$ cat src/logic/cpu_pkg.sv
package cpu_pkg;

  typedef logic [15:0] word_t;     // data word
  typedef logic [9:0]  addr_t;     // physical ram address
  typedef logic [3:0]  page_t;     // physical page index
  typedef logic [2:0]  reg_idx_t;  // register number

  localparam int page_bits = 6;    // 64 words per page
  localparam int num_regs  = 8;

  // process block layout
  localparam addr_t blk_next   = 10'd0;  // base of next block
  localparam addr_t blk_pc     = 10'd1;
  localparam addr_t blk_state  = 10'd2;  // nonzero once exited
  localparam addr_t blk_regs   = 10'd3;  // eight register words
  localparam word_t prog_start = 16'd16; // first instruction, logical

  typedef enum logic [7:0] {
    op_jmp       = 8'd1,
    op_ram2reg   = 8'd2,
    op_reg2ram   = 8'd3,
    op_num2reg   = 8'd4,
    op_reg_plus  = 8'd5,
    op_reg_minus = 8'd6,
    op_exit      = 8'd17
  } opcode_t;

  typedef enum logic [2:0] {
    cs_fetch_op,   // first instruction word
    cs_fetch_val,  // second instruction word
    cs_exec,
    cs_mem,        // ram2reg or reg2ram access
    cs_switch,     // waiting on the task switcher
    cs_stop
  } core_state_t;

  typedef enum logic [2:0] {
    sw_idle,
    sw_save,       // pc and registers out
    sw_mark,       // blk_state write on exit
    sw_rd_next,
    sw_rd_state,
    sw_restore,    // pc and registers in
    sw_done,
    sw_halt
  } switch_state_t;

endpackage

$ cat src/logic/mem_if.sv
`timescale 1ns/1ps

interface mem_if;
  import cpu_pkg::*;

  logic  req_valid;  // one cycle, spends the credit
  logic  req_write;
  addr_t req_addr;
  word_t req_wdata;
  logic  rsp_valid;  // one per request, writes too
  word_t rsp_data;
  logic  credit;     // returned with rsp_valid

  modport client (output req_valid, req_write, req_addr, req_wdata,
                  input  rsp_valid, rsp_data, credit);

  modport server (input  req_valid, req_write, req_addr, req_wdata,
                  output rsp_valid, rsp_data, credit);

endinterface

$ cat src/logic/exec_core.sv
`timescale 1ns/1ps

module exec_core #(
  parameter int slice_len = 4
) (
  input  logic           clka,
  input  logic           rst,
  input  logic           run,
  mem_if.client          mem,
  output logic           switch_req,
  input  logic           switch_done,
  input  cpu_pkg::addr_t blk_base,
  input  logic [3:0]     ctx_idx,    // 0..7 register, 8 pc
  input  logic           ctx_we,
  input  cpu_pkg::word_t ctx_wdata,
  output cpu_pkg::word_t ctx_rdata,
  output logic           proc_exit,
  input  logic           halted
);
  import cpu_pkg::*;

  core_state_t state;
  logic        have_credit;
  word_t       pc;
  opcode_t     inst_op;
  reg_idx_t    inst_reg;
  word_t       inst_val;
  word_t       regs [num_regs];
  logic [7:0]  icount;          // instructions done in this slice
  logic        slice_end;
  logic        rf_we;
  reg_idx_t    rf_idx;
  word_t       rf_wdata;

  assign slice_end  = (icount == 8'(slice_len - 1));
  assign switch_req = (state == cs_switch);
  assign ctx_rdata  = ctx_idx[3] ? pc : regs[ctx_idx[2:0]];

  always_comb begin
    mem.req_valid = 1'b0;
    mem.req_write = 1'b0;
    mem.req_addr  = addr_t'(pc);
    mem.req_wdata = regs[inst_reg];
    case (state)
      cs_fetch_op:  mem.req_valid = have_credit && run;  // run only gates new instructions
      cs_fetch_val: mem.req_valid = have_credit;
      cs_mem: begin
        mem.req_valid = have_credit;
        mem.req_write = (inst_op == op_reg2ram);
        mem.req_addr  = addr_t'(inst_val);
      end
      default: ;
    endcase
  end

  // register file write port shared by execute and context restore
  always_comb begin
    rf_we    = 1'b0;
    rf_idx   = inst_reg;
    rf_wdata = inst_val;
    if (ctx_we) begin
      rf_we    = !ctx_idx[3];
      rf_idx   = ctx_idx[2:0];
      rf_wdata = ctx_wdata;
    end else if (state == cs_exec) begin
      case (inst_op)
        op_num2reg:   rf_we = 1'b1;
        op_reg_plus: begin
          rf_we    = 1'b1;
          rf_wdata = regs[inst_reg] + inst_val;  // wraps at 16 bits
        end
        op_reg_minus: begin
          rf_we    = 1'b1;
          rf_wdata = regs[inst_reg] - inst_val;
        end
        default: ;
      endcase
    end else if (state == cs_mem && mem.rsp_valid && inst_op == op_ram2reg) begin
      rf_we    = 1'b1;
      rf_wdata = mem.rsp_data;
    end
  end

  always_ff @(posedge clka) begin
    if (rf_we) regs[rf_idx] <= rf_wdata;
  end

  always_ff @(posedge clka) begin
    if (!rst) begin
      state       <= cs_fetch_op;
      have_credit <= 1'b1;
      pc          <= prog_start;
      icount      <= '0;
      proc_exit   <= 1'b0;
    end else begin
      if (mem.req_valid) have_credit <= 1'b0;
      else if (mem.credit) have_credit <= 1'b1;

      case (state)
        cs_fetch_op: if (mem.rsp_valid) begin
          inst_op  <= opcode_t'(mem.rsp_data[15:8]);
          inst_reg <= reg_idx_t'(mem.rsp_data[2:0]);  // register in the low byte
          pc       <= pc + 16'd1;
          state    <= cs_fetch_val;
        end
        cs_fetch_val: if (mem.rsp_valid) begin
          inst_val <= mem.rsp_data;
          pc       <= pc + 16'd1;
          state    <= cs_exec;
        end
        cs_exec: begin
          if (inst_op == op_jmp) pc <= inst_val;
          if (inst_op == op_exit) proc_exit <= 1'b1;
          if (inst_op == op_ram2reg || inst_op == op_reg2ram) begin
            state <= cs_mem;
          end else if (inst_op == op_exit || slice_end) begin
            state <= cs_switch;
          end else begin
            icount <= icount + 8'd1;
            state  <= cs_fetch_op;
          end
        end
        cs_mem: if (mem.rsp_valid) begin
          if (slice_end) begin
            state <= cs_switch;
          end else begin
            icount <= icount + 8'd1;
            state  <= cs_fetch_op;
          end
        end
        cs_switch: begin
          if (ctx_we && ctx_idx[3]) pc <= ctx_wdata;  // restored pc
          if (halted) begin
            state <= cs_stop;
          end else if (switch_done) begin
            icount    <= '0;
            proc_exit <= 1'b0;
            state     <= cs_fetch_op;
          end
        end
        default: ;
      endcase
    end
  end

  // a credit only comes back for a request already spent
  a_credit_spent: assert property (@(posedge clka) disable iff (!rst)
    mem.credit |-> !have_credit);

  // block base only moves under a switch handshake
  a_base_stable: assert property (@(posedge clka) disable iff (!rst)
    !$stable(blk_base) |-> $past(switch_req));

endmodule

$ cat src/flat_wrapper.sv
// flat-port wrapper written by rule: the top's interface ports become plain ports
module exec_core_flat import cpu_pkg::*;
#(
  parameter int slice_len = 4
)
  (clka, rst, run, switch_req, switch_done, blk_base, ctx_idx, ctx_we, ctx_wdata, ctx_rdata, proc_exit, halted, mem_req_valid, mem_req_write, mem_req_addr, mem_req_wdata, mem_rsp_valid, mem_rsp_data, mem_credit);
  mem_if mem_i ();
  input  logic clka;
  input  logic rst;
  input  logic run;
  output logic switch_req;
  input  logic switch_done;
  input  cpu_pkg::addr_t blk_base;
  input  logic [3:0] ctx_idx;
  input  logic ctx_we;
  input  cpu_pkg::word_t ctx_wdata;
  output cpu_pkg::word_t ctx_rdata;
  output logic proc_exit;
  input  logic halted;
  output wire logic [$bits(mem_i.req_valid)-1:0] mem_req_valid;
  output wire logic [$bits(mem_i.req_write)-1:0] mem_req_write;
  output wire logic [$bits(mem_i.req_addr)-1:0] mem_req_addr;
  output wire logic [$bits(mem_i.req_wdata)-1:0] mem_req_wdata;
  input wire logic [$bits(mem_i.rsp_valid)-1:0] mem_rsp_valid;
  input wire logic [$bits(mem_i.rsp_data)-1:0] mem_rsp_data;
  input wire logic [$bits(mem_i.credit)-1:0] mem_credit;
  assign mem_req_valid = mem_i.req_valid;
  assign mem_req_write = mem_i.req_write;
  assign mem_req_addr = mem_i.req_addr;
  assign mem_req_wdata = mem_i.req_wdata;
  assign mem_i.rsp_valid = mem_rsp_valid;
  assign mem_i.rsp_data = mem_rsp_data;
  assign mem_i.credit = mem_credit;
  exec_core #(.slice_len(slice_len)) u_core (.clka(clka), .rst(rst), .run(run), .mem(mem_i), .switch_req(switch_req), .switch_done(switch_done), .blk_base(blk_base), .ctx_idx(ctx_idx), .ctx_we(ctx_we), .ctx_wdata(ctx_wdata), .ctx_rdata(ctx_rdata), .proc_exit(proc_exit), .halted(halted));
endmodule
$ cat config.mk
export PLATFORM = sky130hd
export DESIGN_NAME = exec_core_flat
export DESIGN_NICKNAME = d
export VERILOG_FILES = /design/src/logic/cpu_pkg.sv /design/src/logic/mem_if.sv /design/src/logic/exec_core.sv /design/src/flat_wrapper.sv
export SDC_FILE = /design/constraint.sdc
export NUM_CORES = 1
export LEC_CHECK = 0
export BUFFER_PORTS_ARGS = -buffer_cell sky130_fd_sc_hd__buf_2
export CORE_MARGIN = 3
export CORE_UTILIZATION = 55
export CTS_BUF_LIST = sky130_fd_sc_hd__clkbuf_4
export CTS_CLUSTER_DIAMETER = 30
export CTS_CLUSTER_SIZE = 40
export DETAILED_ROUTE_END_ITERATION = 12
export PLACE_DENSITY = 0.75
export SETUP_SLACK_MARGIN = 0.2
export SLEW_MARGIN = 20
export SYNTH_ARGS = -nofsm -noshare
export SYNTH_HDL_FRONTEND = slang
export SYNTH_SLANG_ARGS = --single-unit
$ cat constraint.sdc
create_clock -name clka -period 5.85 [get_ports clka]
set_input_delay 0.8775 -clock clka [delete_from_list [all_inputs] [get_ports clka]]
set_output_delay 0.8775 -clock clka [all_outputs]
set_load 0.01 [all_outputs]
Word level (Yosys, flattened, before mapping)
Memories as Yosys holds them, arrays and structs flattened. A register that Yosys moved wholly into a read port is not among the register bits.
Cells that the tools add are included.
Storage, ports and cells
  register bits: 56
  RAM bits: 128
  input port bits: 54
  output and inout bits: 46
  word-level logic and storage cells: 102
  memories: 1
Memory list
  u_core.regs: words 8, bits a word 16, read ports 2, clocked after memory_dff 1, write ports 1, RTL line exec_core.sv:28  | word_t regs [num_regs];
Operators by class
  add/sub/neg operators: 4
  equal/unequal tests: 25
  mux-type cells: 42
  reduce and logical (&&, ||, !) cells: 22
Operator list (number)
  $mux 16: 7
  $mux 8: 6
  $pmux 16 s3: 1
  $pmux 16 s2: 1
  $mux 3: 10
  $eq 8x2->1 const B: 3
  $eq 8x3->1 const B: 3
  $pmux 8 s3: 1
  $ne 2x2->1 const B: 9
  $add 16x1->16 const B: 1
  $add 16x16->16: 1
  $sub 16x16->16: 1
  $pmux 3 s5: 1
  $mux 1: 12
  $mux 10: 1
  $add 8x1->8 const B: 1
  $eq 8x1->1 const B: 1
  $eq 8x5->1 const B: 1
  $reduce_and 4->1: 2
  $reduce_and 7->1: 1
  $eq 3x2->1 const B: 2
  $ne 2x1->1 const B: 3
  $reduce_and 3->1: 2
  $reduce_bool 3->1: 2
  13 further kinds: 20

Depth between registers and ports, before layout
  depth after elaboration: 8
  gate-level depth with buffers: 16
  gate-level depth less buffers: 16

Least setup slack after synthesis
No wires, ideal clock.
  kind: register -> register
  start: register with a tool-made name
  end: memory u_core.regs[0][12] (netlist bit), data pin
  library setup time: 264 ps
  data arrival time: 3704 ps
  data required time: 5586 ps
  slack: 1882 ps
  cell stages (with the launch flop): 14
  path buffers: 1
  period minus slack after synthesis: 3968 ps
  cells stage by stage: dfxtp_1 buf_1 mux4_2 mux2i_1 ha_1 inv_1 fa_1 and2_1 o21ai_0 o21ai_0 a21oi_1 o21ai_0 and4b_1 nor3_1
RTL lines (RTL line)
  to (decl): exec_core.sv:28

Worst setup path after layout
  start: register u_core.inst_op[3]
  end: memory u_core.regs[3][12] (netlist bit), data pin
On the way
  longest elaborated chain between the ends: 5
  elaborated cells on any way between the ends: 8
  those cells by class: eq/ne: 3; mux: 4; reduce/logical: 1
RTL lines
  from (decl): RTL line exec_core.sv:25  | opcode_t inst_op;
  from (signal assigned): RTL line exec_core.sv:101  | inst_op <= opcode_t'(mem.rsp_data[15:8]);
  $eq 8x2->1: RTL line exec_core.sv:78  | end else if (state == cs_mem && mem.rsp_valid && inst_op == op_ram2reg) begin
  $logic_and 1x1->1: RTL line exec_core.sv:78
  $mux 16: RTL line exec_core.sv:78
  $mux 16 (*): RTL line exec_core.sv:65  | end else if (state == cs_exec) begin
  $mux 16 (*): RTL line exec_core.sv:61  | if (ctx_we) begin
  named net u_core.rf_wdata[12]: RTL line exec_core.sv:33  | word_t rf_wdata;
The timed path passes the listed nets; every way through them passes the cells marked *.

==> flow_metrics.env <==
export IMPL_cts_num_sinks=187
export IMPL_setup_slack_ns=1.05
export IMPL_post_route_drc_count=0
export IMPL_dr_pass1_iters=6
export IMPL_dr_first_iter_drc_count=935
export IMPL_cp_start_kind="register"
export IMPL_timing_rr_start="u_core.inst_op[3]"
export IMPL_cts_made_buffers=17
export IMPL_relSlewSlack=0.276
export IMPL_leakagePower_nw=4.03
export IMPL_first_global_vias=7186
export IMPL_cts_root_buf="clkbuf_4"
export IMPL_die_area_sq_um=20700
export IMPL_holdWs_ns=0.472
export IMPL_largest_reg_flops=128
export IMPL_post_route_period_util=0.820
export IMPL_seqCellArea_sq_um=5300
export IMPL_antenna_found_initial=0
export IMPL_grt_max_degree=48
export IMPL_path_max_fanout=9
export IMPL_antenna_cells=0
export IMPL_p_per_area_nw_per_um2=234
export IMPL_clk_latency_ns=0.61
export IMPL_fill_cells=1438
export IMPL_num_rows=49
export IMPL_crit_arrival_ns=5.07
export IMPL_ys_warn_count=0
export IMPL_yosysSeqAreaShare=0.507
export IMPL_synth_edf_count=155
export IMPL_synth_cell_type_count=69
export IMPL_peakVddDrop_mv=0.163
export IMPL_worstSetupPathType="reg -> reg"
export IMPL_ios=100
export IMPL_post_cts_resize_count=0
export IMPL_max_flop_register="u_core.regs"
export IMPL_start_util=0.570
export IMPL_postRouteAntennaNets=0
export IMPL_die_width_microns=144
export IMPL_avgSynthCellArea_sq_um=12.4
export IMPL_area_delta_synth_final_pct=8.90
export IMPL_vias_per_cell=6.75
export IMPL_ctsHtreeMaxLevel=4
export IMPL_pre_cts_slack_ns=1.17
export IMPL_layout_min_cycle_time_ns=4.80
export IMPL_tns_ns=0
export IMPL_synth_seq_cells=187
export IMPL_mostFrequentLayoutCells="155 x edfxtp_1, 89 x buf_2, 79 x o21ai_0"
export IMPL_synthesis_nets=912
export IMPL_final_common_cell="edfxtp_1"
export IMPL_overflow=0
export IMPL_syn_instance_count=839
export IMPL_reg2reg_slack_ns=1.05
export IMPL_grt_first_pass_wirelength_mm=42.0
export IMPL_wl_mm=28.0
export IMPL_endpoint="u_core.regs[3][12]"
export IMPL_cts_hold_buf=0
export IMPL_hold_path_class="in -> reg"
export IMPL_status="finished clean"
export IMPL_wl_per_cell_microns=24.3
export IMPL_drive_above_1_share=0.262
export IMPL_crit_path_start="u_core.inst_op[3]"
export IMPL_clock_skew_ns=0.0343
export IMPL_coreArea_sq_um=18300
export IMPL_multiInputGateArea_sq_um=4860
export IMPL_hpwl_mm=19.8
export IMPL_worst_pin_slew_ns=1.08
export IMPL_clk_pin_slew_worst_paths_ns=0.17
export IMPL_rsz0062_at_grt="no"
export IMPL_clock_fmax_ghz=0.208
export IMPL_async_flop_share=0
export IMPL_cts_tree="done"
export IMPL_post_cts_setup_buffers=0
export IMPL_critical_path_required_ns=6.12
export IMPL_maxCapViolations=0
export IMPL_r2r_end="u_core.regs[3][12]"
export IMPL_layout_nets=982
export IMPL_end_kind="register"
export IMPL_die_height_microns=144
export IMPL_reg_top3="u_core.regs (128), u_core.inst_val (16), u_core.pc (16)"
export IMPL_setup_viol=0
export IMPL_detailroute_via_count=7761
export IMPL_maxSlewViolCount=0
export IMPL_r2r_cells=12
export IMPL_io_buffers=89
export IMPL_track_usage=0.276
export IMPL_syn_cell_area_sq_um=10400
export IMPL_synth_ff_type="edfxtp_1"
export IMPL_gp_congestion=0.909
export IMPL_clockBufferDepth=2
export IMPL_hold_viol=0
-- worst max-delay path, cell delays in order (launching register included) --
cell and delay [ns]:
edfxtp_1 0.43, or4_4 0.57, nor3_2 0.19, nand3_1 0.37, mux2i_1 0.26, fa_1 0.44, and2_1 0.18, o21ai_0 0.28
o21ai_0 0.28, a21oi_1 0.33, o21ai_0 0.17, and4b_1 0.21, nor3_1 0.78
-- cell type report --
type                    instances  area share
multi-input cells             583       0.428
well taps                     229      0.0252
clock inverters                14      0.0147
repair buffers                106      0.0504
inverters                      14     0.00506
clock buffers                  17      0.0112
flip-flops and latches        187       0.466
-- synth_stat cells, types with 4 or more instances --
library cell	n	area, sq um
edfxtp_1	155	4650
o21ai_0	79	395
nand2_1	71	267
mux4_2	64	1440
nor2_1	45	169
clkbuf_1	35	131
a21oi_1	34	170
dfxtp_1	32	641
mux2_2	28	315
mux2i_1	21	210
ha_1	18	225
nor3_1	17	85.1
nand3_1	15	75.1
a22oi_1	13	97.6
inv_1	12	45.0
xor2_1	12	105
xnor2_1	11	96.3
and3_1	10	62.6
a21o_1	9	67.6
buf_2	9	45.0
o21a_1	9	67.6
o22ai_1	9	56.3
o31ai_1	9	67.6
a31oi_1	7	43.8
buf_1	7	26.3
nor2b_1	7	43.8
nand2b_1	6	37.5
nor3b_1	6	45.0
a21boi_1	5	37.5
o221ai_1	5	43.8
or3_1	5	31.3
a21boi_0	4	30.0
and2_1	4	25.0
nand4b_1	4	35.0
-- worst min path at each step --
| stage | cells after the start | to | from | slack [ns] |
|---|---|---|---|---|
| after CTS | 1 | u_core.inst_op[4] | mem_rsp_data[12] | 0.44 |
| after global routing | 1 | u_core.inst_op[5] | mem_rsp_data[13] | 0.45 |
| final | 1 | u_core.inst_op[4] | mem_rsp_data[12] | 0.47 |
| after detailed placement | 2 | u_core.icount[4] | u_core.icount[4] | 0.49 |
| after floorplan | 2 | u_core.pc[12] | u_core.pc[12] | 0.45 |
| after global placement | 2 | u_core.icount[3] | u_core.icount[3] | 0.47 |
-- routing by layer --
metal	track usage	part of all wire
met4	0.0867	0.022
met5	0	0
met3	0.0522	0.11
met2	0.421	0.46
met1	0.406	0.41
-- power by group --
group          total, W  internal [W]  switching [W]
Clock          0.000723      0.000201       0.000521
Combinational  0.000434      0.000184       0.000250
Sequential      0.00150       0.00147      0.0000277
-- metrics by stage --
| step | utilization | std cells | power, W | area (sq um) |
|---|---|---|---|---|
| finish | 0.620 | 1150 | 0.00266 | 11400 |
| global route | 0.620 | 1150 | 0.00276 | 11400 |
| CTS | 0.620 | 1150 | 0.00267 | 11400 |
| detailed placement | 0.604 | 1119 | 0.00196 | 11100 |
| global placement | 0.604 | 1119 | 0.00195 | 11100 |
| floorplan | - | 839 | 0.00181 | 10400 |
-- kinds of logic (layout without fill, tap and decap cells) --
| kind of cell | after synthesis | in the layout | synth area share |
|---|---|---|---|
| compound gates | 215 | 215 | 0.130 |
| mux | 113 | 113 | 0.188 |
| fa+ha+maj | 19 | 19 | 0.0235 |
| xor+xnor | 24 | 24 | 0.0216 |
| flops | 187 | 187 | 0.507 |
| simple gates | 212 | 212 | 0.102 |
| buf+inv | 69 | 151 | 0.0282 |
Power figures use the tool's default switching activity.
