==> src/logic/cpu_pkg.sv <==
package cpu_pkg;

  typedef logic [15:0] word_t;     // data word
  typedef logic [9:0]  addr_t;     // physical ram address
  typedef logic [3:0]  page_t;     // physical page index
  typedef logic [2:0]  reg_idx_t;  // register number

  localparam int page_bits = 6;    // 64 words per page
  localparam int num_regs  = 8;

  // process block layout
  localparam addr_t blk_next   = 10'd0;  // base of next block
  localparam addr_t blk_pc     = 10'd1;
  localparam addr_t blk_state  = 10'd2;  // nonzero once exited
  localparam addr_t blk_regs   = 10'd3;  // eight register words
  localparam word_t prog_start = 16'd16; // first instruction, logical

  typedef enum logic [7:0] {
    op_jmp       = 8'd1,
    op_ram2reg   = 8'd2,
    op_reg2ram   = 8'd3,
    op_num2reg   = 8'd4,
    op_reg_plus  = 8'd5,
    op_reg_minus = 8'd6,
    op_exit      = 8'd17
  } opcode_t;

  typedef enum logic [2:0] {
    cs_fetch_op,   // first instruction word
    cs_fetch_val,  // second instruction word
    cs_exec,
    cs_mem,        // ram2reg or reg2ram access
    cs_switch,     // waiting on the task switcher
    cs_stop
  } core_state_t;

  typedef enum logic [2:0] {
    sw_idle,
    sw_save,       // pc and registers out
    sw_mark,       // blk_state write on exit
    sw_rd_next,
    sw_rd_state,
    sw_restore,    // pc and registers in
    sw_done,
    sw_halt
  } switch_state_t;

endpackage

==> src/logic/mem_if.sv <==
`timescale 1ns/1ps

interface mem_if;
  import cpu_pkg::*;

  logic  req_valid;  // one cycle, spends the credit
  logic  req_write;
  addr_t req_addr;
  word_t req_wdata;
  logic  rsp_valid;  // one per request, writes too
  word_t rsp_data;
  logic  credit;     // returned with rsp_valid

  modport client (output req_valid, req_write, req_addr, req_wdata,
                  input  rsp_valid, rsp_data, credit);

  modport server (input  req_valid, req_write, req_addr, req_wdata,
                  output rsp_valid, rsp_data, credit);

endinterface

==> src/logic/task_switcher.sv <==
`timescale 1ns/1ps

module task_switcher (
  input  logic           clka,
  input  logic           rst,
  mem_if.client          mem,
  input  logic           switch_req,
  output logic           switch_done,
  input  logic           proc_exit,
  output cpu_pkg::addr_t blk_base,
  output logic [3:0]     ctx_idx,
  output logic           ctx_we,
  output cpu_pkg::word_t ctx_wdata,
  input  cpu_pkg::word_t ctx_rdata,
  output logic           halted
);
  import cpu_pkg::*;

  switch_state_t state;
  logic          have_credit;
  addr_t         cur;          // block whose next pointer is read
  addr_t         cand;         // candidate next process
  logic [3:0]    idx;          // 0..7 register, 8 pc

  function automatic addr_t slot_addr(addr_t base, logic [3:0] i);
    return (i == 4'(num_regs)) ? base + blk_pc : base + blk_regs + addr_t'(i);
  endfunction

  always_comb begin
    mem.req_write = 1'b0;
    mem.req_addr  = cur + blk_next;
    mem.req_wdata = ctx_rdata;
    case (state)
      sw_save: begin
        mem.req_write = 1'b1;
        mem.req_addr  = slot_addr(blk_base, idx);
      end
      sw_mark: begin
        mem.req_write = 1'b1;
        mem.req_addr  = blk_base + blk_state;
        mem.req_wdata = 16'd1;
      end
      sw_rd_state: mem.req_addr = cand + blk_state;
      sw_restore:  mem.req_addr = slot_addr(cand, idx);
      default: ;
    endcase
  end

  assign mem.req_valid = have_credit &&
    (state inside {sw_save, sw_mark, sw_rd_next, sw_rd_state, sw_restore});

  assign ctx_idx     = idx;
  assign ctx_we      = (state == sw_restore) && mem.rsp_valid;
  assign ctx_wdata   = mem.rsp_data;
  assign switch_done = (state == sw_done);

  always_ff @(posedge clka) begin
    if (!rst) begin
      state       <= sw_idle;
      have_credit <= 1'b1;
      blk_base    <= '0;  // process 0 block
      halted      <= 1'b0;
      idx         <= '0;
    end else begin
      if (mem.req_valid) have_credit <= 1'b0;
      else if (mem.credit) have_credit <= 1'b1;

      case (state)
        sw_idle: if (switch_req) begin
          idx   <= '0;
          state <= sw_save;
        end
        sw_save: if (mem.rsp_valid) begin
          if (idx == 4'(num_regs)) begin
            idx   <= '0;
            cur   <= blk_base;
            state <= proc_exit ? sw_mark : sw_rd_next;
          end else begin
            idx <= idx + 4'd1;
          end
        end
        sw_mark: if (mem.rsp_valid) state <= sw_rd_next;
        sw_rd_next: if (mem.rsp_valid) begin
          cand  <= addr_t'(mem.rsp_data);
          state <= sw_rd_state;
        end
        sw_rd_state: if (mem.rsp_valid) begin
          if (mem.rsp_data == '0) begin
            idx   <= '0;
            state <= sw_restore;
          end else if (cand == blk_base) begin
            halted <= 1'b1;  // back around, nobody left alive
            state  <= sw_halt;
          end else begin
            cur   <= cand;  // skip exited block
            state <= sw_rd_next;
          end
        end
        sw_restore: if (mem.rsp_valid) begin
          if (idx == 4'(num_regs)) begin
            blk_base <= cand;
            state    <= sw_done;
          end else begin
            idx <= idx + 4'd1;
          end
        end
        sw_done: state <= sw_idle;
        default: ;
      endcase
    end
  end

  a_done_req: assert property (@(posedge clka) disable iff (!rst)
    switch_done |-> switch_req);

endmodule

==> src/flat_wrapper.sv <==
// flat-port wrapper written by rule: the top's interface ports become plain ports
module task_switcher_flat import cpu_pkg::*;
  (clka, rst, switch_req, switch_done, proc_exit, blk_base, ctx_idx, ctx_we, ctx_wdata, ctx_rdata, halted, mem_req_valid, mem_req_write, mem_req_addr, mem_req_wdata, mem_rsp_valid, mem_rsp_data, mem_credit);
  mem_if mem_i ();
  input  logic clka;
  input  logic rst;
  input  logic switch_req;
  output logic switch_done;
  input  logic proc_exit;
  output cpu_pkg::addr_t blk_base;
  output logic [3:0] ctx_idx;
  output logic ctx_we;
  output cpu_pkg::word_t ctx_wdata;
  input  cpu_pkg::word_t ctx_rdata;
  output logic halted;
  output wire logic [$bits(mem_i.req_valid)-1:0] mem_req_valid;
  output wire logic [$bits(mem_i.req_write)-1:0] mem_req_write;
  output wire logic [$bits(mem_i.req_addr)-1:0] mem_req_addr;
  output wire logic [$bits(mem_i.req_wdata)-1:0] mem_req_wdata;
  input wire logic [$bits(mem_i.rsp_valid)-1:0] mem_rsp_valid;
  input wire logic [$bits(mem_i.rsp_data)-1:0] mem_rsp_data;
  input wire logic [$bits(mem_i.credit)-1:0] mem_credit;
  assign mem_req_valid = mem_i.req_valid;
  assign mem_req_write = mem_i.req_write;
  assign mem_req_addr = mem_i.req_addr;
  assign mem_req_wdata = mem_i.req_wdata;
  assign mem_i.rsp_valid = mem_rsp_valid;
  assign mem_i.rsp_data = mem_rsp_data;
  assign mem_i.credit = mem_credit;
  task_switcher u_core (.clka(clka), .rst(rst), .mem(mem_i), .switch_req(switch_req), .switch_done(switch_done), .proc_exit(proc_exit), .blk_base(blk_base), .ctx_idx(ctx_idx), .ctx_we(ctx_we), .ctx_wdata(ctx_wdata), .ctx_rdata(ctx_rdata), .halted(halted));
endmodule
==> config.mk <==
export PLATFORM = sky130hd
export DESIGN_NAME = task_switcher_flat
export DESIGN_NICKNAME = d
export VERILOG_FILES = /design/src/logic/cpu_pkg.sv /design/src/logic/mem_if.sv /design/src/logic/task_switcher.sv /design/src/flat_wrapper.sv
export SDC_FILE = /design/constraint.sdc
export NUM_CORES = 1
export LEC_CHECK = 0
export ABC_AREA = 1
export CAP_MARGIN = 5
export CORE_ASPECT_RATIO = 0.7
export CORE_UTILIZATION = 50
export CTS_CLUSTER_DIAMETER = 120
export DETAILED_ROUTE_END_ITERATION = 6
export DONT_BUFFER_PORTS = 1
export GPL_TIMING_DRIVEN = 0
export PLACE_DENSITY = 0.65
export SYNTH_ARGS = -nofsm -noshare
export SYNTH_HDL_FRONTEND = slang
export SYNTH_SLANG_ARGS = --single-unit
==> constraint.sdc <==
create_clock -name clka -period 5.4 [get_ports clka]
set_input_delay 1.08 -clock clka [delete_from_list [all_inputs] [get_ports clka]]
set_output_delay 1.08 -clock clka [all_outputs]
set_load 0.005 [all_outputs]
Word-level counts from Yosys, hierarchy flattened
Index checks and enable logic that the tools add are counted.
{ "totals": {"ff_bits": 39, "in_bits": 38, "word_cells": 86, "output_inout_bits": 61} }
{ "classes": {"addsub": 9, "eq_ne": 20, "bitwise_logic": 1, "n_mux": 33, "reduce_logical": 16} }
{ "op_table": {"columns": ["op", "n"], "rows": [
  ["2-to-1 mux 10 bit", 7],
  ["adder 10 x 2 -> 10 bit, second input constant", 4],
  ["one-hot mux 10 bit (4 select lines)", 1],
  ["2-to-1 mux 3 bit", 10],
  ["2-to-1 mux 4 bit", 7],
  ["one-hot mux 3 bit (7 select lines)", 1],
  ["adder 10 x 1 -> 10 bit, second input constant", 2],
  ["adder 10 x 4 -> 10 bit", 2],
  ["!= test 2 bit, second input constant", 10],
  ["one-hot mux 10 bit (2 select lines)", 1],
  ["logical NOT 16 bit", 1],
  ["2-to-1 mux 16 bit", 1],
  ["one-hot mux 4 bit (4 select lines)", 1],
  ["AND reduction 7 bit", 2],
  ["== test 10 bit", 1],
  ["== test 3 bit, second input constant", 3],
  ["AND reduction 9 bit", 1],
  ["nonzero test 7 bit", 1],
  ["== test 3 x 2 -> 1 bit, second input constant", 2],
  ["AND reduction 3 bit", 2],
  ["nonzero test 5 bit", 1],
  ["adder 4 x 1 -> 4 bit, second input constant", 1],
  ["== test 4 bit, second input constant", 1],
  ["2-to-1 mux 1 bit", 4],
  ["other kinds (9)", 12]
]} }

Depth between registers and ports, before layout
Gate-level depths: netlist of the first run.
{ "depth": {"ltp_word": 5, "mapped_depth": 15, "depth_no_buf": 15} }

Worst setup path after synthesis of the first run
OpenSTA, ideal clock, no wires.
{ "synth_path": {"path_type": "reg-to-output", "startpoint": "reg u_core.blk_base[1]", "endpoint": "out mem_req_addr[7]", "slack_ps": 2210, "t_required_ps": 4320, "stages_incl_launch_ff": 16, "t_arrival_ps": 2110, "path_buffers": 0, "path_cell_list": "dfxtp_1 -> inv_1 -> ha_1 -> inv_1 -> ha_1 -> fa_1 -> nand3_1 -> nand2_1 -> nand2_1 -> nand2_1 -> nand2_1 -> nor2_1 -> o21ai_0 -> nand2_1 -> nor2_1 -> nand2_1"} }
{ "synth_via": {"elab_chain_cells": 4, "elab_cells_between_ends": 6, "classes_between": "4 x add/sub; 2 x mux"} }
{ "synth_rtl": {"columns": ["element", "line", "text"], "rows": [
  ["start: declaration", "task_switcher.sv:10", "output cpu_pkg::addr_t blk_base,"],
  ["start signal: assignment", "task_switcher.sv:101", "blk_base <= cand;"],
  ["adder 10 x 2 -> 10 bit", "task_switcher.sv:26", "return (i == 4'(num_regs)) ? base + blk_pc : base + blk_regs + addr_t'(i);"],
  ["adder 10 x 4 -> 10 bit", "task_switcher.sv:26", null],
  ["2-to-1 mux 10 bit", "task_switcher.sv:26", null],
  ["one-hot mux 10 bit (4 select lines) *", "task_switcher.sv:33", "case (state)"],
  ["end: declaration", "flat_wrapper.sv:18", "output wire logic [$bits(mem_i.req_addr)-1:0] mem_req_addr;"]
]} }
Mark *: on every way between the ends. The rest lies on a longest branch, timed or not.

Worst setup path in the final report of the first run
Same ends and word-level chain as after synthesis.

==> flow_summary_export.csv, run 1 <==
group,metric,value,unit
status,status,"completed",
setup_path,r2r_slack,2550,ps
detailed_routing,routedWlPerCell,16.2,um
die,fp.dieH,72.7,um
clock_network,htreeDepth,2,
clock_network,hold_buffers,0,
place,portBuffers,0,
layout,final_common_cell,"nand2_1",
timing,final_max_slew_viol_count,0,
timing,hold_slack,499,ps
setup_path,crit_path_start_kind,"register",
clock_network,postCtsSetupRepairBufs,0,
power,switching_share,44.7,%
detailed_routing,vias,3458,
setup_path,cpMostUsedCell,"nand2_1",
timing,worst_slew_margin_rel,35.2,%
global_routing,grt_pass1_wl,15700,um
detailed_routing,drtIter0Drc,304,
clock_network,cts_tree,"yes",
detailed_routing,drt-vias-per-instance,5.52,
die,ioPinCount,99,
clock_network,clkTransAtPathRegs,80,ps
clock_network,cts_resized,0,
clock_network,cts_buffers,5,
global_routing,first_global_vias,2998,
clock_network,clock-sinks,39,
synth,syn_avg_cell_area,6.81,um^2
layout,mostFrequentLayoutCells,"nand2_1, inv_1, nand3_1, nor2_1, a21oi_1",
die,dieArea,7490,um^2
layout,fin_nets,593,
synth,synth-seq-area-share,27.5,%
timing,setup_viol,0,
place,dp_hpwl,8060,um
die,num_rows,25,
synth,synthXorXnorAreaFrac,2.70,%
synth,synth_cell_type_count,46,
synth,synthMuxAreaShare,0,%
power,p_switching,0.518,mW
job,cap_violations,0,
synth,synthCells,525,
synth,ys_ff_latch,39,
power,clock_power_share,21.5,%
place,place_congestion,0.937,
global_routing,grt_max_degree,13,
timing,worst_pin_slew,968,ps
die,start_util,52.4,%
detailed_routing,totalWireLength,10200,um
layout,drive_above_1_share,14.1,%
detailed_routing,ant_nets,0,
clock_network,clkLatencyLatePin,300,ps
setup_path,worstSetupStartpoint,"u_core.blk_base[1]",
timing,period_share,73.5,%
worst_hold_path,min_path_type,"reg -> reg",
setup_path,cp-end-kind,"output port",
setup_path,r2r_cells,9,
setup_path,endpoint,"mem_req_addr[7]",
detailed_routing,firstDrtPassIters,5,
detailed_routing,drc,0,
timing,finalHoldViolations,0,
layout,syn_to_final_growth,6.58,%
synth,yosys.area_share.adder,8.47,%
timing,fin_crit,3970,ps
power,ir_drop,0.201,mV
clock_network,clock_path_buffers,2,
setup_path,crit_type,"reg -> out",
power,p_leak,1.83,nW
die,core,6820,um^2
synth,postSynthNetCount,586,
global_routing,grt_use_total,28.3,%
setup_path,crit_arrival,2890,ps
setup_path,required,4320,ps
layout,post-route-util,55.9,%
timing,finClkSkew,9.89,ps
die,die_x,103,um
setup_path,cp_slowest_cell,"dfxtp_1",
synth,synth_top_family_by_area,"simple AND/OR/NAND/NOR gates",
timing,rsz0062_at_grt,"no",
synth,syn_area,3570,um^2
power,power_density,304,nW/um^2
synth,synth_warnings,0,
power,comb_power_share,48.6,%
setup_path,reg2reg_from,"u_core.ctx_idx[0]",
setup_path,max_stage_delay,520,ps
layout,num_antenna_cells,0,
synth,synth_compound_area_share,11.3,%
setup_path,r2r_end,"u_core.cur[3]",
setup_path,path_max_fanout,7,
clock_network,ctsRootBufferMaster,"clkbuf_8",
power,p_int,0.640,mW
timing,fmax,0.252,GHz
power,p_seq_share,29.9,%
timing,tns,0,ps
global_routing,antenna_found_initial,0,
setup_path,crit_chain,"inv_1 > ha_1 > inv_1 > ha_1 > fa_1 > nand3_1 > nand2_1 > nand2_1 > nand2_1 > nand2_1 > nor2_1 > o21ai_0 > nand2_1 > nor2_1 > nand2_1",
synth,yosys.area_share.simple,35.7,%
global_routing,overflow,0,
## final cells by class
class	count	area, um^2
buffer	28	215
clock buffer	7	108
tap	94	118
multi-input combinational	379	2090
clock inverter	1	5.00
inverter	79	297
sequential	39	981
fill	689	3010
## metrics by stage
stage	total power, mW	cell area [um^2]	setup slack [ps]	instances
3_5_place_dp	0.901	3700	1790	619
5_1_grt	1.23	3810	1130	627
3_3_place_gp	0.900	3690	1810	619
4_1_cts	1.15	3810	1450	627
6_report	1.16	3810	1430	627
2_1_floorplan	0.766	3570	2210	525
## how the worst min path moves through the flow
stage | slack [ps] | startpoint | cells after the start | end
global route | 510 | u_core.have_credit | 2 | u_core.have_credit
finish | 500 | u_core.have_credit | 2 | u_core.have_credit
global placement | 460 | u_core.have_credit | 2 | u_core.have_credit
floorplan | 450 | u_core.have_credit | 2 | u_core.have_credit
detailed placement | 470 | u_core.have_credit | 2 | u_core.have_credit
CTS | 490 | u_core.have_credit | 2 | u_core.have_credit
## sequential cells by signal, indices dropped and copies added (netlist names)
register	flops
u_core.blk_base	10
u_core.cand	10
u_core.ctx_idx	4
u_core.cur	10
u_core.halted	1
u_core.have_credit	1
u_core.state	3
## cells by family after synthesis
logic type | count (synthesis)
and+or+nand+nor | 272
buffers and inverters | 107
AOI/OAI and AO/OA | 73
DFF | 39
adders and majority gates | 23
xor gates and xnor gates | 11
## power by group through the flow
| stage | Combinational, mW | Sequential, mW | Clock (mW) |
|---|---|---|---|
| final | 0.562 | 0.346 | 0.249 |
| after detailed placement | 0.548 | 0.353 | 0 |
| after CTS | 0.552 | 0.346 | 0.248 |
| after global routing | 0.621 | 0.349 | 0.259 |
| after floorplan | 0.416 | 0.349 | 0 |
| after global placement | 0.548 | 0.352 | 0 |
## layer usage
layer	part of all wire [%]	routed length, um	vias to the layer above	GRT usage [%]
li1	-	-	1705	-
met1	47	4790	1554	43.4
met2	41	4140	189	41.2
met3	11	1130	10	5.94
met4	0.88	89	0	4.23
met5	0	0	-	0
## cell usage after synthesis, drive strengths merged
| master | count | area share [%] |
|---|---|---|
| clkbuf | 4 | 0.49 |
| nor4 | 2 | 0.35 |
| edfxtp | 20 | 17 |
| a21oi | 30 | 4.2 |
| a21boi | 1 | 0.21 |
| a221oi | 1 | 0.25 |
| xnor2 | 7 | 1.7 |
| nor3 | 7 | 1.4 |
| nand3 | 55 | 8.1 |
| or2 | 3 | 0.53 |
| fa | 2 | 1.1 |
| ha | 21 | 7.4 |
| inv | 79 | 8.3 |
| a22oi | 1 | 0.21 |
| o22ai | 2 | 0.35 |
| nand4 | 6 | 1.1 |
| o211ai | 2 | 0.42 |
| a21o | 1 | 0.21 |
| a41oi | 2 | 0.49 |
| nor3b | 1 | 0.21 |
| nor2 | 50 | 6.5 |
| a31oi | 3 | 0.53 |
| buf | 24 | 5.5 |
| dfxtp | 19 | 11 |
| o21bai | 1 | 0.21 |
| nand2 | 146 | 17 |
| nand3b | 2 | 0.42 |
| a211oi | 1 | 0.21 |
| xor2 | 4 | 0.98 |
| o21ai | 28 | 4.0 |
## worst max-delay path: cells and delay by family, from the launching register on
kind	cells	cell delay, ps
AND/OR/NAND/NOR	9	760
adder cells (fa/ha/maj)	3	910
AO/OA/AOI/OAI	1	270
flip-flops	1	520
buffers and inverters	2	120
Power figures use the tool's default switching activity.
==> run 2: changes to the inputs <==
==> constraint.sdc (replaced) <==
create_clock -name clka -period 3.8 [get_ports clka]
set_input_delay 0.76 -clock clka [delete_from_list [all_inputs] [get_ports clka]]
set_output_delay 0.76 -clock clka [all_outputs]
set_load 0.005 [all_outputs]
==> flow_summary_export.csv, run 2 (synthesized netlist as in run 1, its figures left out) <==
group,metric,value,unit
status,status,"completed",
setup_path,r2r_cells,9,
layout,fill_cells,689,
layout,mostFrequentLayoutCells,"nand2_1, inv_1, nand3_1, nor2_1, a21oi_1",
timing,final_max_slew_viol_count,0,
timing,fin_crit,3560,ps
detailed_routing,firstDrtPassIters,5,
detailed_routing,routedWlPerCell,16.3,um
power,p_switching,0.738,mW
detailed_routing,drt-vias-per-instance,5.52,
layout,final_common_cell,"nand2_1",
setup_path,cp.depth,11,
detailed_routing,vias,3464,
clock_network,clock-sinks,39,
job,cap_violations,0,
setup_path,r2r_end,"u_core.cur[3]",
global_routing,grt_pass1_wl,15700,um
clock_network,hold_buffers,0,
detailed_routing,ant_nets,0,
place,postPlaceCellArea,3700,um^2
die,ioPinCount,99,
die,fp.dieH,72.7,um
setup_path,reg2reg_from,"u_core.ctx_idx[0]",
timing,worst_slew_margin_rel,35.5,%
global_routing,grt_max_degree,13,
timing,finClkSkew,7.40,ps
clock_network,clkLatencyLatePin,300,ps
power,comb_power_share,48.8,%
die,die_x,103,um
setup_path,path_buf_inv,2,
clock_network,ctsRootBufferMaster,"clkbuf_8",
global_routing,overflow,0,
setup_path,path_max_fanout,5,
timing,period_share,93.7,%
setup_path,r2r_slack,940,ps
detailed_routing,met2_length,4140,um
global_routing,grt_use_total,28.3,%
power,p_leak,1.83,nW
power,total_power,1.65,mW
detailed_routing,drc,0,
die,start_util,52.4,%
global_routing,first_global_vias,2998,
timing,fmax,0.281,GHz
power,switching_share,44.8,%
setup_path,crit_arrival,2800,ps
die,num_rows,25,
die,core,6820,um^2
timing,finalHoldViolations,0,
timing,tns,0,ps
layout,num_antenna_cells,0,
power,p_int,0.910,mW
setup_path,cpLargestDelayFamily,"adder cells",
detailed_routing,totalWireLength,10200,um
layout,drive_above_1_share,14.3,%
power,ir_drop,0.290,mV
place,placed_cells,619,
clock_network,cts_tree,"yes",
timing,rsz0062_at_grt,"no",
detailed_routing,highest_layer,"met4",
layout,syn_to_final_growth,6.62,%
setup_path,crit_path_start_kind,"register",
worst_hold_path,min_path_type,"reg -> reg",
clock_network,clkTransAtPathRegs,80,ps
layout,fin_area,3810,um^2
power,clock_power_share,21.3,%
layout,layout.cells.non_filler,627,
timing,setup_viol,0,
setup_path,worstSetupStartpoint,"u_core.cand[1]",
setup_path,cp_slowest_cell,"edfxtp_1",
setup_path,required,3040,ps
detailed_routing,drtIter0Drc,303,
setup_path,cp-end-kind,"output port",
place,portBuffers,0,
power,power_density,432,nW/um^2
place,dp_hpwl,8060,um
layout,fin_nets,593,
detailed_routing,dr_wl_met3,1100,um
layout,reg_top3,"u_core.blk_base x10, u_core.cand x10, u_core.cur x10",
die,dieArea,7490,um^2
setup_path,max_stage_delay,490,ps
clock_network,cts_buffers,5,
detailed_routing,route.layer.met1.wl,4900,um
timing,worst_pin_slew,963,ps
setup_path,endpoint,"mem_req_addr[5]",
clock_network,clock_path_buffers,2,
global_routing,antenna_found_initial,0,
place,place_congestion,0.937,
clock_network,htreeDepth,2,
power,p_seq_share,29.9,%
setup_path,crit_chain,"inv_1 > ha_1 > inv_1 > ha_1 > fa_1 > a21oi_1 > o21ai_1 > nand2_1 > nand2_1 > a31oi_1 > a21oi_1",
setup_path,crit_type,"reg -> out",
run 2: cell types whose count changed in the layout (fill, tap and decap cells not counted):
cell     before  now
dfxtp_2       0    1
o21ai_1       3    5
o21ai_0      24   22
dfxtp_1      19   18
run 2: timing repair:
| item | CTS | global route |
|---|---|---|
| endpoints found under the hold margin | 0 | 0 |
| gates resized for setup | 0 | 3 |
| setup buffers | 0 | 0 |
| setup endpoints to repair | 0 | 3 |
run 2: per-layer routing:
| metal | global-route usage (%) | vias to the layer above |
|---|---|---|
| met5 | 0 | - |
| met1 | 43.4 | 1574 |
| met4 | 4.23 | 0 |
| met3 | 5.94 | 6 |
| li1 | - | 1705 |
| met2 | 41.2 | 179 |
run 2: tightest hold or removal path: stages (launching register included):
cell	delay, ps
dfxtp_1	340
o21ai_0	90
nand2_1	50
run 2: power by group through the flow:
| stage | logic, mW | clock network, mW | registers, mW |
|---|---|---|---|
| 2_1_floorplan | 0.591 | 0 | 0.496 |
| 3_3_place_gp | 0.779 | 0 | 0.500 |
| 3_5_place_dp | 0.779 | 0 | 0.502 |
| 4_1_cts | 0.784 | 0.353 | 0.492 |
| 5_1_grt | 0.883 | 0.369 | 0.496 |
| 6_report | 0.804 | 0.351 | 0.492 |
run 2: how the worst min path moves through the flow:
| stage | startpoint | to | depth (start not counted) |
|---|---|---|---|
| after detailed placement | u_core.have_credit | u_core.have_credit | 2 |
| after global placement | u_core.have_credit | u_core.have_credit | 2 |
| after CTS | u_core.have_credit | u_core.have_credit | 2 |
| after global routing | u_core.have_credit | u_core.have_credit | 2 |
| after floorplan | u_core.have_credit | u_core.have_credit | 2 |
| final | u_core.have_credit | u_core.have_credit | 2 |
run 2: final cells by class:
cell class	instances	area (um^2)	area share, %
plain buffers	28	215	5.65
clock buffers	7	108	2.82
clock inverters	1	5.00	0.131
inverters	79	297	7.78
multi-input cells	379	2090	54.7
flip-flops and latches	39	982	25.8
well taps	94	118	3.09
run 2: through the flow:
stage	utilization (%)	worst slack, ps	hold slack, ps
5_1_grt	55.9	46.9	506
3_3_place_gp	54.1	420	458
2_1_floorplan	-	930	448
6_report	55.9	239	499
3_5_place_dp	54.2	513	470
4_1_cts	55.9	173	493
